==> config.mk <==
export PLATFORM = sky130hd
export DESIGN_NAME = lsu_top
export DESIGN_NICKNAME = d
export VERILOG_FILES = /design/src/design/lsu_bus_pkg.sv /design/src/design/lsu_access_pkg.sv /design/src/design/lsu_access_if.sv /design/src/design/lsu_ctrl.sv /design/src/design/lsu_store_align.sv /design/src/design/lsu_load_align.sv /design/src/design/lsu_top.sv
export SDC_FILE = /design/constraint.sdc
export NUM_CORES = 1
export LEC_CHECK = 0
export BUFFER_PORTS_ARGS = -buffer_cell sky130_fd_sc_hd__buf_2
export CAP_MARGIN = 10
export CORE_MARGIN = 4
export CORE_UTILIZATION = 48
export CTS_CLUSTER_SIZE = 10
export DETAILED_ROUTE_END_ITERATION = 7
export MAX_ROUTING_LAYER = met4
export PLACE_DENSITY = 0.9
export SYNTH_ARGS = -nofsm -noshare
export SYNTH_HDL_FRONTEND = slang
export SYNTH_SLANG_ARGS = --single-unit
export TNS_END_PERCENT = 5
==> constraint.sdc <==
create_clock -name clk_i -period 2.7 [get_ports clk_i]
set_input_delay 0.27 -clock clk_i [delete_from_list [all_inputs] [get_ports clk_i]]
set_output_delay 0.27 -clock clk_i [all_outputs]
set_load 0.02 [all_outputs]
==> src/design/lsu_bus_pkg.sv <==
////////////////////////////////////////////////////////////////////////////
// data bus widths of the load/store unit
// vector types for addresses, data words and byte enables
////////////////////////////////////////////////////////////////////////////

package lsu_bus_pkg;

  // bus geometry
  localparam int unsigned ADDR_W = 32;         // byte address
  localparam int unsigned DATA_W = 32;         // one bus word
  localparam int unsigned BE_W   = DATA_W / 8; // one enable per byte lane

  // byte address as computed by the core
  typedef logic [ADDR_W-1:0] addr_t;

  // core or bus data word
  typedef logic [DATA_W-1:0] data_t;

  // lane enables, bit 0 is the lowest byte
  typedef logic [BE_W-1:0] be_t;

endpackage

==> src/design/lsu_access_pkg.sv <==
////////////////////////////////////////////////////////////////////////////
// access size codes and byte offset type
// split rule constants and controller state encoding
////////////////////////////////////////////////////////////////////////////

package lsu_access_pkg;

  // size of a core access
  typedef logic [1:0] mem_type_t;

  localparam mem_type_t TYPE_WORD = 2'b00;
  localparam mem_type_t TYPE_HALF = 2'b01;
  localparam mem_type_t TYPE_BYTE = 2'b10; // code 11 decodes as byte as well

  // byte position inside a bus word
  typedef logic [1:0] offset_t;

  localparam offset_t OFFSET_ALIGNED    = 2'b00; // word at this offset fits one transfer
  localparam offset_t OFFSET_HALF_SPLIT = 2'b11; // half word here crosses into next word

  // access controller states
  typedef enum logic [2:0] {
    IDLE,             // waiting for a core request
    WAIT_GNT_MIS,     // first part of a split access requested
    WAIT_RVALID_MIS,  // first part granted, second part requested
    WAIT_GNT,         // single or second part requested
    WAIT_RVALID,      // last response outstanding
    WAIT_RVALID_DONE  // both granted, first response outstanding
  } ls_fsm_e;

endpackage

==> src/design/lsu_access_if.sv <==
////////////////////////////////////////////////////////////////////////////
// attributes of the current access, shared by controller and aligners
////////////////////////////////////////////////////////////////////////////

`timescale 1ns/100ps

interface lsu_access_if
  import lsu_access_pkg::*;
();

  mem_type_t acc_type;     // size of the access
  offset_t   acc_offset;   // byte offset of the core address
  logic      acc_sign_ext; // sign extend halves and bytes
  logic      acc_we;       // store when high
  logic      second_part;  // split access past its first grant
  logic      ctrl_update;  // grant strobe, capture attributes
  logic      rdata_update; // first response of a split access

  modport ctrl (
    output acc_type, acc_offset, acc_sign_ext, acc_we,
    output second_part, ctrl_update, rdata_update
  );

  modport store (
    input acc_type, acc_offset, second_part
  );

  modport load (
    input acc_type, acc_offset, acc_sign_ext, acc_we, ctrl_update, rdata_update
  );

endinterface

==> src/design/lsu_ctrl.sv <==
////////////////////////////////////////////////////////////////////////////
// load/store access controller
// split decision, bus request FSM, second part address and error collection
////////////////////////////////////////////////////////////////////////////

`timescale 1ns/100ps

module lsu_ctrl
  import lsu_bus_pkg::*;
  import lsu_access_pkg::*;
(
  input  logic      clk_i,
  input  logic      rst_ni,
  // core side
  input  logic      data_req_ex_i,
  input  mem_type_t data_type_ex_i,
  input  logic      data_we_ex_i,
  input  logic      data_sign_ext_ex_i,
  input  addr_t     addr_ex_i,
  // bus side
  input  logic      data_gnt_i,
  input  logic      data_rvalid_i,
  input  logic      data_err_i,
  output logic      data_req_o,
  output addr_t     data_addr_o,
  // completion
  output logic      data_valid_o,
  output logic      load_err_o,
  output logic      store_err_o,
  output logic      busy_o,
  lsu_access_if.ctrl acc
);

  offset_t offset;
  addr_t   addr_aligned;
  logic    split_access;                 // access needs two bus transfers
  logic    second_part_q, second_part_d; // set from first grant to completion
  logic    lsu_err_q, lsu_err_d;         // error seen on the first part
  logic    access_err;                   // error of either part, final cycle only
  logic    ctrl_update;
  logic    rdata_update;

  ls_fsm_e ls_fsm_cs, ls_fsm_ns;

  assign offset       = addr_ex_i[$bits(offset_t)-1:0];
  assign addr_aligned = {addr_ex_i[ADDR_W-1:$bits(offset_t)], {$bits(offset_t){1'b0}}};

  // word not on a word boundary, or half word straddling lanes 3 and 0
  assign split_access =
      ((data_type_ex_i == TYPE_WORD) && (offset != OFFSET_ALIGNED)) ||
      ((data_type_ex_i == TYPE_HALF) && (offset == OFFSET_HALF_SPLIT));

  // second part always goes to the following word
  assign data_addr_o = second_part_q ? addr_aligned + ADDR_W'(BE_W) : addr_aligned;

  ////////////////////////////////////////////////////////////////////////////
  // access FSM
  ////////////////////////////////////////////////////////////////////////////

  always_comb begin
    ls_fsm_ns     = ls_fsm_cs;
    second_part_d = second_part_q;
    lsu_err_d     = lsu_err_q;
    data_req_o    = 1'b0;
    data_valid_o  = 1'b0;
    access_err    = 1'b0;
    ctrl_update   = 1'b0;
    rdata_update  = 1'b0;

    unique case (ls_fsm_cs)
      IDLE: begin
        if (data_req_ex_i) begin
          data_req_o = 1'b1;  // straight from the core request, no extra cycle
          lsu_err_d  = 1'b0;
          if (data_gnt_i) begin
            ctrl_update   = 1'b1;
            second_part_d = split_access;
            ls_fsm_ns     = split_access ? WAIT_RVALID_MIS : WAIT_RVALID;
          end else begin
            ls_fsm_ns     = split_access ? WAIT_GNT_MIS : WAIT_GNT;
          end
        end
      end

      WAIT_GNT_MIS: begin
        data_req_o = 1'b1; // hold first part until granted
        if (data_gnt_i) begin
          ctrl_update   = 1'b1;
          second_part_d = 1'b1;
          ls_fsm_ns     = WAIT_RVALID_MIS;
        end
      end

      WAIT_RVALID_MIS: begin
        // second part goes out while the first response is pending
        data_req_o  = 1'b1;
        ctrl_update = data_gnt_i;
        if (data_rvalid_i) begin
          lsu_err_d    = data_err_i;
          rdata_update = 1'b1;
          ls_fsm_ns    = data_gnt_i ? WAIT_RVALID : WAIT_GNT;
        end else if (data_gnt_i) begin
          ls_fsm_ns    = WAIT_RVALID_DONE; // two transfers now outstanding
        end
      end

      WAIT_GNT: begin
        data_req_o = 1'b1;
        if (data_gnt_i) begin
          ctrl_update = 1'b1;
          ls_fsm_ns   = WAIT_RVALID;
        end
      end

      WAIT_RVALID: begin
        if (data_rvalid_i) begin
          data_valid_o  = 1'b1;
          access_err    = lsu_err_q | data_err_i; // report once, at completion
          second_part_d = 1'b0;
          ls_fsm_ns     = IDLE;
        end
      end

      WAIT_RVALID_DONE: begin
        if (data_rvalid_i) begin
          lsu_err_d    = data_err_i;
          rdata_update = 1'b1; // first response, second still outstanding
          ls_fsm_ns    = WAIT_RVALID;
        end
      end

      default: ls_fsm_ns = IDLE;
    endcase
  end

  always_ff @(posedge clk_i or negedge rst_ni) begin
    if (!rst_ni) begin
      ls_fsm_cs     <= IDLE;
      second_part_q <= 1'b0;
      lsu_err_q     <= 1'b0;
    end else begin
      ls_fsm_cs     <= ls_fsm_ns;
      second_part_q <= second_part_d;
      lsu_err_q     <= lsu_err_d;
    end
  end

  // core holds the write flag until data_valid_o, so it selects the error kind
  assign load_err_o  = access_err & ~data_we_ex_i;
  assign store_err_o = access_err &  data_we_ex_i;
  assign busy_o      = (ls_fsm_cs != IDLE) | data_req_ex_i;

  // attributes for the aligners
  assign acc.acc_type     = data_type_ex_i;
  assign acc.acc_offset   = offset;
  assign acc.acc_sign_ext = data_sign_ext_ex_i;
  assign acc.acc_we       = data_we_ex_i;
  assign acc.second_part  = second_part_q;
  assign acc.ctrl_update  = ctrl_update;
  assign acc.rdata_update = rdata_update;

  ////////////////////////////////////////////////////////////////////////////
  // assertions
  ////////////////////////////////////////////////////////////////////////////

  state_valid_a: assert property (@(posedge clk_i) disable iff (!rst_ni)
      ls_fsm_cs inside {IDLE, WAIT_GNT_MIS, WAIT_RVALID_MIS, WAIT_GNT, WAIT_RVALID,
                        WAIT_RVALID_DONE})
    else $error("lsu_ctrl: invalid FSM state");

  // a response without an outstanding transfer means the bus broke ordering
  rvalid_expected_a: assert property (@(posedge clk_i) disable iff (!rst_ni)
      data_rvalid_i |-> ls_fsm_cs inside {WAIT_RVALID_MIS, WAIT_RVALID, WAIT_RVALID_DONE})
    else $error("lsu_ctrl: response valid without an outstanding transfer");

  err_with_rvalid_a: assert property (@(posedge clk_i) disable iff (!rst_ni)
      data_err_i |-> data_rvalid_i)
    else $error("lsu_ctrl: bus error outside a response");

  addr_aligned_a: assert property (@(posedge clk_i) disable iff (!rst_ni)
      data_req_o |-> (data_addr_o[$bits(offset_t)-1:0] == '0))
    else $error("lsu_ctrl: bus address not word aligned");

endmodule

==> src/design/lsu_store_align.sv <==
////////////////////////////////////////////////////////////////////////////
// byte enables per transfer and store data lane rotation
////////////////////////////////////////////////////////////////////////////

`timescale 1ns/100ps

module lsu_store_align
  import lsu_bus_pkg::*;
  import lsu_access_pkg::*;
(
  input  data_t data_wdata_ex_i,
  output be_t   data_be_o,
  output data_t data_wdata_o,
  lsu_access_if.store acc
);

  be_t                 be_mask;   // lanes of the access when aligned to lane 0
  logic [2*BE_W-1:0]   be_wide;   // mask placed at the offset, may spill over
  logic [2*DATA_W-1:0] wdata_dbl; // doubled word shifted left gives a rotation

  always_comb begin
    unique case (acc.acc_type)
      TYPE_WORD: be_mask = '1;
      TYPE_HALF: be_mask = BE_W'(2'b11);
      TYPE_BYTE: be_mask = BE_W'(1'b1);
      default:   be_mask = BE_W'(1'b1); // spare code is a byte
    endcase
  end

  // low half serves the first part, the spill is the second part's lanes
  assign be_wide    = {{BE_W{1'b0}}, be_mask} << acc.acc_offset;
  assign data_be_o  = acc.second_part ? be_wide[2*BE_W-1:BE_W] : be_wide[BE_W-1:0];

  // rotate by offset bytes so one word fits both parts
  assign wdata_dbl    = {data_wdata_ex_i, data_wdata_ex_i} << {acc.acc_offset, 3'b000};
  assign data_wdata_o = wdata_dbl[2*DATA_W-1 -: DATA_W];

  // the controller never sets second_part for an access that fits one word
  always_comb begin
    be_nonzero_a: assert final (
        $isunknown({acc.acc_type, acc.acc_offset, acc.second_part}) || (data_be_o != '0))
      else $error("lsu_store_align: empty byte enables for a known access");
  end

endmodule

==> src/design/lsu_load_align.sv <==
////////////////////////////////////////////////////////////////////////////
// load attribute capture and first response register
// word realignment across two responses, zero or sign extension
////////////////////////////////////////////////////////////////////////////

`timescale 1ns/100ps

module lsu_load_align
  import lsu_bus_pkg::*;
  import lsu_access_pkg::*;
(
  input  logic  clk_i,
  input  logic  rst_ni,
  input  data_t data_rdata_i,
  output data_t data_rdata_ex_o,
  lsu_access_if.load acc
);

  offset_t             offset_q;   // byte offset of the outstanding access
  mem_type_t           type_q;
  logic                sign_ext_q;
  logic [DATA_W-1:8]   rdata_q;    // upper bytes of the first response
  logic                split_acc;
  logic [2*DATA_W-1:0] rdata_pair; // second response above the stored bytes
  data_t               rdata_w;    // access value starting at bit 0
  data_t               rdata_ext;

  // attributes for the response, refreshed on every grant
  always_ff @(posedge clk_i or negedge rst_ni) begin
    if (!rst_ni) begin
      offset_q   <= OFFSET_ALIGNED;
      type_q     <= TYPE_WORD;
      sign_ext_q <= 1'b0;
    end else if (acc.ctrl_update) begin
      offset_q   <= acc.acc_offset;
      type_q     <= acc.acc_type;
      sign_ext_q <= acc.acc_sign_ext;
    end
  end

  // lane 0 of the first response is never part of a split access
  always_ff @(posedge clk_i) begin
    if (acc.rdata_update && !acc.acc_we) begin
      rdata_q <= data_rdata_i[DATA_W-1:8];
    end
  end

  ////////////////////////////////////////////////////////////////////////////
  // realignment and extension
  ////////////////////////////////////////////////////////////////////////////

  assign split_acc =
      ((type_q == TYPE_WORD) && (offset_q != OFFSET_ALIGNED)) ||
      ((type_q == TYPE_HALF) && (offset_q == OFFSET_HALF_SPLIT));

  // low filler byte is never selected, split offsets start at 1
  assign rdata_pair = {data_rdata_i, rdata_q, 8'h00};

  // split: stored bytes low, current response high, else plain shift down
  assign rdata_w = split_acc ? rdata_pair[{offset_q, 3'b000} +: DATA_W]
                             : data_rdata_i >> {offset_q, 3'b000};

  always_comb begin
    unique case (type_q)
      TYPE_WORD: rdata_ext = rdata_w;
      TYPE_HALF: rdata_ext = {{(DATA_W-16){sign_ext_q & rdata_w[15]}}, rdata_w[15:0]};
      default:   rdata_ext = {{(DATA_W-8){sign_ext_q & rdata_w[7]}}, rdata_w[7:0]}; // byte
    endcase
  end

  assign data_rdata_ex_o = rdata_ext; // valid in the final response cycle

endmodule

==> src/design/lsu_top.sv <==
////////////////////////////////////////////////////////////////////////////
// load/store unit top level
// core and bus ports around controller, store and load aligners
////////////////////////////////////////////////////////////////////////////

`timescale 1ns/100ps

module lsu_top
  import lsu_bus_pkg::*;
  import lsu_access_pkg::*;
(
  input  logic      clk_i,
  input  logic      rst_ni,
  // data bus
  output logic      data_req_o,
  input  logic      data_gnt_i,
  input  logic      data_rvalid_i,
  input  logic      data_err_i,
  output addr_t     data_addr_o,
  output logic      data_we_o,
  output be_t       data_be_o,
  output data_t     data_wdata_o,
  input  data_t     data_rdata_i,
  // core execute stage
  input  logic      data_req_ex_i,
  input  logic      data_we_ex_i,
  input  mem_type_t data_type_ex_i,
  input  data_t     data_wdata_ex_i,
  input  logic      data_sign_ext_ex_i,
  input  addr_t     adder_result_ex_i,  // byte address from the ALU
  output data_t     data_rdata_ex_o,
  output logic      data_valid_o,       // one cycle, access complete
  output logic      load_err_o,
  output logic      store_err_o,
  output logic      busy_o
);

  lsu_access_if acc_if ();

  lsu_ctrl u_ctrl (
    .clk_i,
    .rst_ni,
    .data_req_ex_i,
    .data_type_ex_i,
    .data_we_ex_i,
    .data_sign_ext_ex_i,
    .addr_ex_i          (adder_result_ex_i),
    .data_gnt_i,
    .data_rvalid_i,
    .data_err_i,
    .data_req_o,
    .data_addr_o,
    .data_valid_o,
    .load_err_o,
    .store_err_o,
    .busy_o,
    .acc                (acc_if.ctrl)
  );

  lsu_store_align u_store_align (
    .data_wdata_ex_i,
    .data_be_o,
    .data_wdata_o,
    .acc             (acc_if.store)
  );

  lsu_load_align u_load_align (
    .clk_i,
    .rst_ni,
    .data_rdata_i,
    .data_rdata_ex_o,
    .acc             (acc_if.load)
  );

  assign data_we_o = data_we_ex_i; // core holds it for the whole access

endmodule

==> impl_metrics.py <==
metrics = {
    "outcome": {
        "status": "finished clean",
    },
    "place": {
        "port_buffers": 209,
        "dp_hpwl_um": 11300,
        "gp_congestion": 0.966,
    },
    "die": {
        "die_width_um": 104,
        "core_sq_um": 8850,
        "num_io_pins": 212,
        "start_util": 0.501,
        "die_area_sq_um": 10800,
        "die_h_um": 104,
        "placementRows": 34,
    },
    "power": {
        "irDropWorstVdd_uv": 623,
        "p_per_area_nw_per_um2": 960,
        "p_leak_nw": 2.44,
    },
    "synthesis": {
        "ys_async_sr_fraction": 0.294,
        "syn_area_sq_um": 4430,
        "synthDistinctLibCells": 46,
        "synth_edf_count": 24,
        "synth_area_leader_cell": "mux4_2",
        "synth_seq_cells": 34,
        "yosysSeqAreaShare": 0.219,
        "synthTopCellsByArea": "mux4_2 25%, edfxtp_1 16%, mux2i_1 7.9%, dfrtp_1 5.6%, xnor2_1 4.9%",
        "yosys_warnings": 0,
        "netlist_instances": 429,
        "synth_top_area_share": 0.249,
        "avgSynthCellArea_sq_um": 10.3,
        "ys.flop_type": "edfxtp_1",
    },
    "layout": {
        "nets": 727,
        "syn2layout_area_growth_pct": 27.6,
        "multi_input_area_sq_um": 3220,
        "fin_util": 0.639,
        "drive_gt1_frac": 0.490,
        "antennaDiodeCount": 0,
        "num-fill-cells": 723,
        "regArea_sq_um": 973,
    },
    "critical_path": {
        "crit_arrival_ns": 2.32,
        "required_ns": 2.43,
        "r2r-end": "u_load_align.rdata_q[15]",
        "reg2reg_from": "u_ctrl.ls_fsm_cs[2]",
        "start_kind": "flop",
        "cp-endpoint": "data_rdata_ex_o[7]",
        "reg2reg_depth": 4,
        "endpoint_kind": "output port",
        "crit_start": "u_load_align.offset_q[1]",
        "crit_fanout": 18,
        "worstSetupPathType": "flop to output port",
        "reg2reg_slack_ns": 0.88,
    },
    "hold_path": {
        "hold_path_class": "input port to flop",
    },
    "grt": {
        "grt_usage": 0.252,
        "grt_pass1_vias": 4366,
        "grt_antenna_before_repair": 0,
        "grt_pass1_wl_um": 22300,
        "grt_max_degree": 33,
        "grt_overflow": 0,
    },
    "cts": {
        "cts_tree": "built",
        "clk_path_buf_depth": 2,
        "clk_pin_slew_ns": 0.07,
        "root_buffer": "clkbuf_8",
        "worstSkewPairLatency_ns": 0.29,
        "cts.htree.levels": 2,
        "cts_buffers": 5,
        "cts.sinks": 34,
        "cts-resized-gates": 0,
    },
    "timing": {
        "max_freq_mhz": 385,
        "min_period_ns": 2.59,
        "finalClockSkew_ns": 0.00293,
        "min_period_over_period": 0.961,
        "rsz0062_at_grt": "no",
        "hold_ws_ns": 0.185,
        "slew-limit-headroom": 0.520,
        "worst_pin_slew_ns": 0.719,
        "finalHoldViolCount": 0,
        "slew_viol_final": 0,
        "setup_violations": 0,
        "tns_ns": 0,
    },
    "route": {
        "viasPerCell": 6.26,
        "drt_iter0_drc": 339,
        "firstDrtPassIters": 5,
        "ant_nets": 0,
        "drt-total-wl_um": 13900,
        "drcViolationCount": 0,
        "wl_per_cell_um": 19.1,
        "num_vias": 4559,
    },
    "flow_run": {
        "cap_viol_max_count": 0,
    },
}
==> area by class of cell <==
cell class                 count  area share
multi-input combinational    343       0.569
tap                          108      0.0239
clock buffer                   6      0.0128
inverter                       6     0.00398
sequential                    34       0.172
timing repair buffer         229       0.216
clock inverter                 2     0.00155
==> cell usage after synthesis (7+ instances only) <==
library cell and count:
xnor2_1 25, mux4_2 49, o211ai_1 17, clkbuf_1 17, edfxtp_1 24, a21oi_1 15, nor2b_1 15, a22oi_1 20
a211o_1 7, dfrtp_1 10, nor2_1 22, buf_2 17, o21ai_0 12, nand4_1 16, mux2i_1 35, o2bb2ai_1 8
nand2_1 28, nand3_1 7, mux2_2 15, and3_1 8
==> cells in the final DEF (no fill, tap or decap), types with 2 or more instances in the layout <==
cell type	count
a211o_1	7
a211oi_1	2
a21o_1	2
a21oi_1	15
a22oi_1	20
a32oi_1	4
and3_1	8
and4_1	4
buf_12	2
buf_2	209
buf_4	17
clkbuf_8	5
conb_1	2
dfrtp_1	8
dfrtp_2	2
edfxtp_1	24
ha_1	2
inv_1	6
mux2_2	15
mux2i_1	35
mux4_2	49
nand2_1	28
nand2b_1	3
nand3_1	7
nand4_1	16
nand4b_1	2
nor2_1	22
nor2b_1	15
nor3_1	3
nor4b_1	2
o211ai_1	17
o21ai_0	12
o22ai_1	2
o2bb2ai_1	8
o32ai_1	2
xnor2_1	25
xor2_1	4
==> critical path, stage by stage, from the launching register on <==
cell and delay [ns]:
dfrtp_2 0.58, buf_4 0.30, nor2b_1 0.47, buf_4 0.24, a22oi_1 0.07, a21oi_1 0.18, buf_2 0.20
==> where the power goes <==
group / leakage (nW) / switching, mW / total [mW] / internal, mW
registers: 0.339 / 0.197 / 0.869 / 0.673
logic: 2.05 / 2.46 / 4.20 / 1.75
clock network: 0.0426 / 0.185 / 0.362 / 0.177
total: 2.44 / 2.84 / 5.43 / 2.60
==> logic make-up (layout without fill, tap and decap cells) <==
family          after synthesis  count (layout)  share of synthesized area
fa+ha+maj                     3               3                    0.00790
compound gates               97              97                      0.157
mux                          99              99                      0.366
simple gates                113             113                      0.134
buf+inv                      53             243                     0.0581
xor+xnor                     29              29                     0.0573
other cells                   1               2                   0.000846
flops                        34              34                      0.219
==> routing by layer <==
| layer | wire, um | vias to the layer above | track usage | part of all wire |
|---|---|---|---|---|
| li1 | - | 2091 | - | - |
| met1 | 5610 | 2208 | 0.308 | 0.40 |
| met2 | 7200 | 230 | 0.440 | 0.52 |
| met3 | 865 | 30 | 0.0335 | 0.062 |
| met4 | 267 | 0 | 0.0693 | 0.019 |
| met5 | 0 | - | - | 0 |
==> registers in the layout (all words and copies together) (netlist names) <==
register / flops
u_ctrl.acc.second_part: 1
u_ctrl.ls_fsm_cs: 3
u_ctrl.lsu_err_q: 1
u_load_align.offset_q: 2
u_load_align.rdata_q: 24
u_load_align.sign_ext_q: 1
u_load_align.type_q: 2
==> how the worst min path moves through the flow <==
stage,start,end,slack [ns],depth (start not counted)
after floorplan,rst_ni,u_ctrl.acc.second_part,-0.03,0
after global placement,rst_ni,u_ctrl.lsu_err_q,0.14,1
after detailed placement,rst_ni,u_ctrl.lsu_err_q,0.14,1
after CTS,data_rdata_i[9],u_load_align.rdata_q[9],0.18,1
after global routing,data_rdata_i[29],u_load_align.rdata_q[29],0.18,1
final,data_rdata_i[13],u_load_align.rdata_q[13],0.18,1
==> metrics by stage <==
stage	power (mW)	setup WS (ns)	instances	instance area [sq um]
6_report	5.43	0.105	728	5660
5_1_grt	5.77	0.00365	728	5660
4_1_cts	5.40	0.111	727	5640
3_5_place_dp	5.03	0.425	718	5550
3_3_place_gp	4.94	0.533	718	5550
2_1_floorplan	3.82	0.724	430	4440
==> what timing repair did <==
item                                    4_1_cts  5_1_grt
endpoints found under the setup margin        0        1
buffers inserted                              0        1
hold buffers                                  1        0
hold endpoints to repair                     10        0
(Power assumes the default switching activity.)
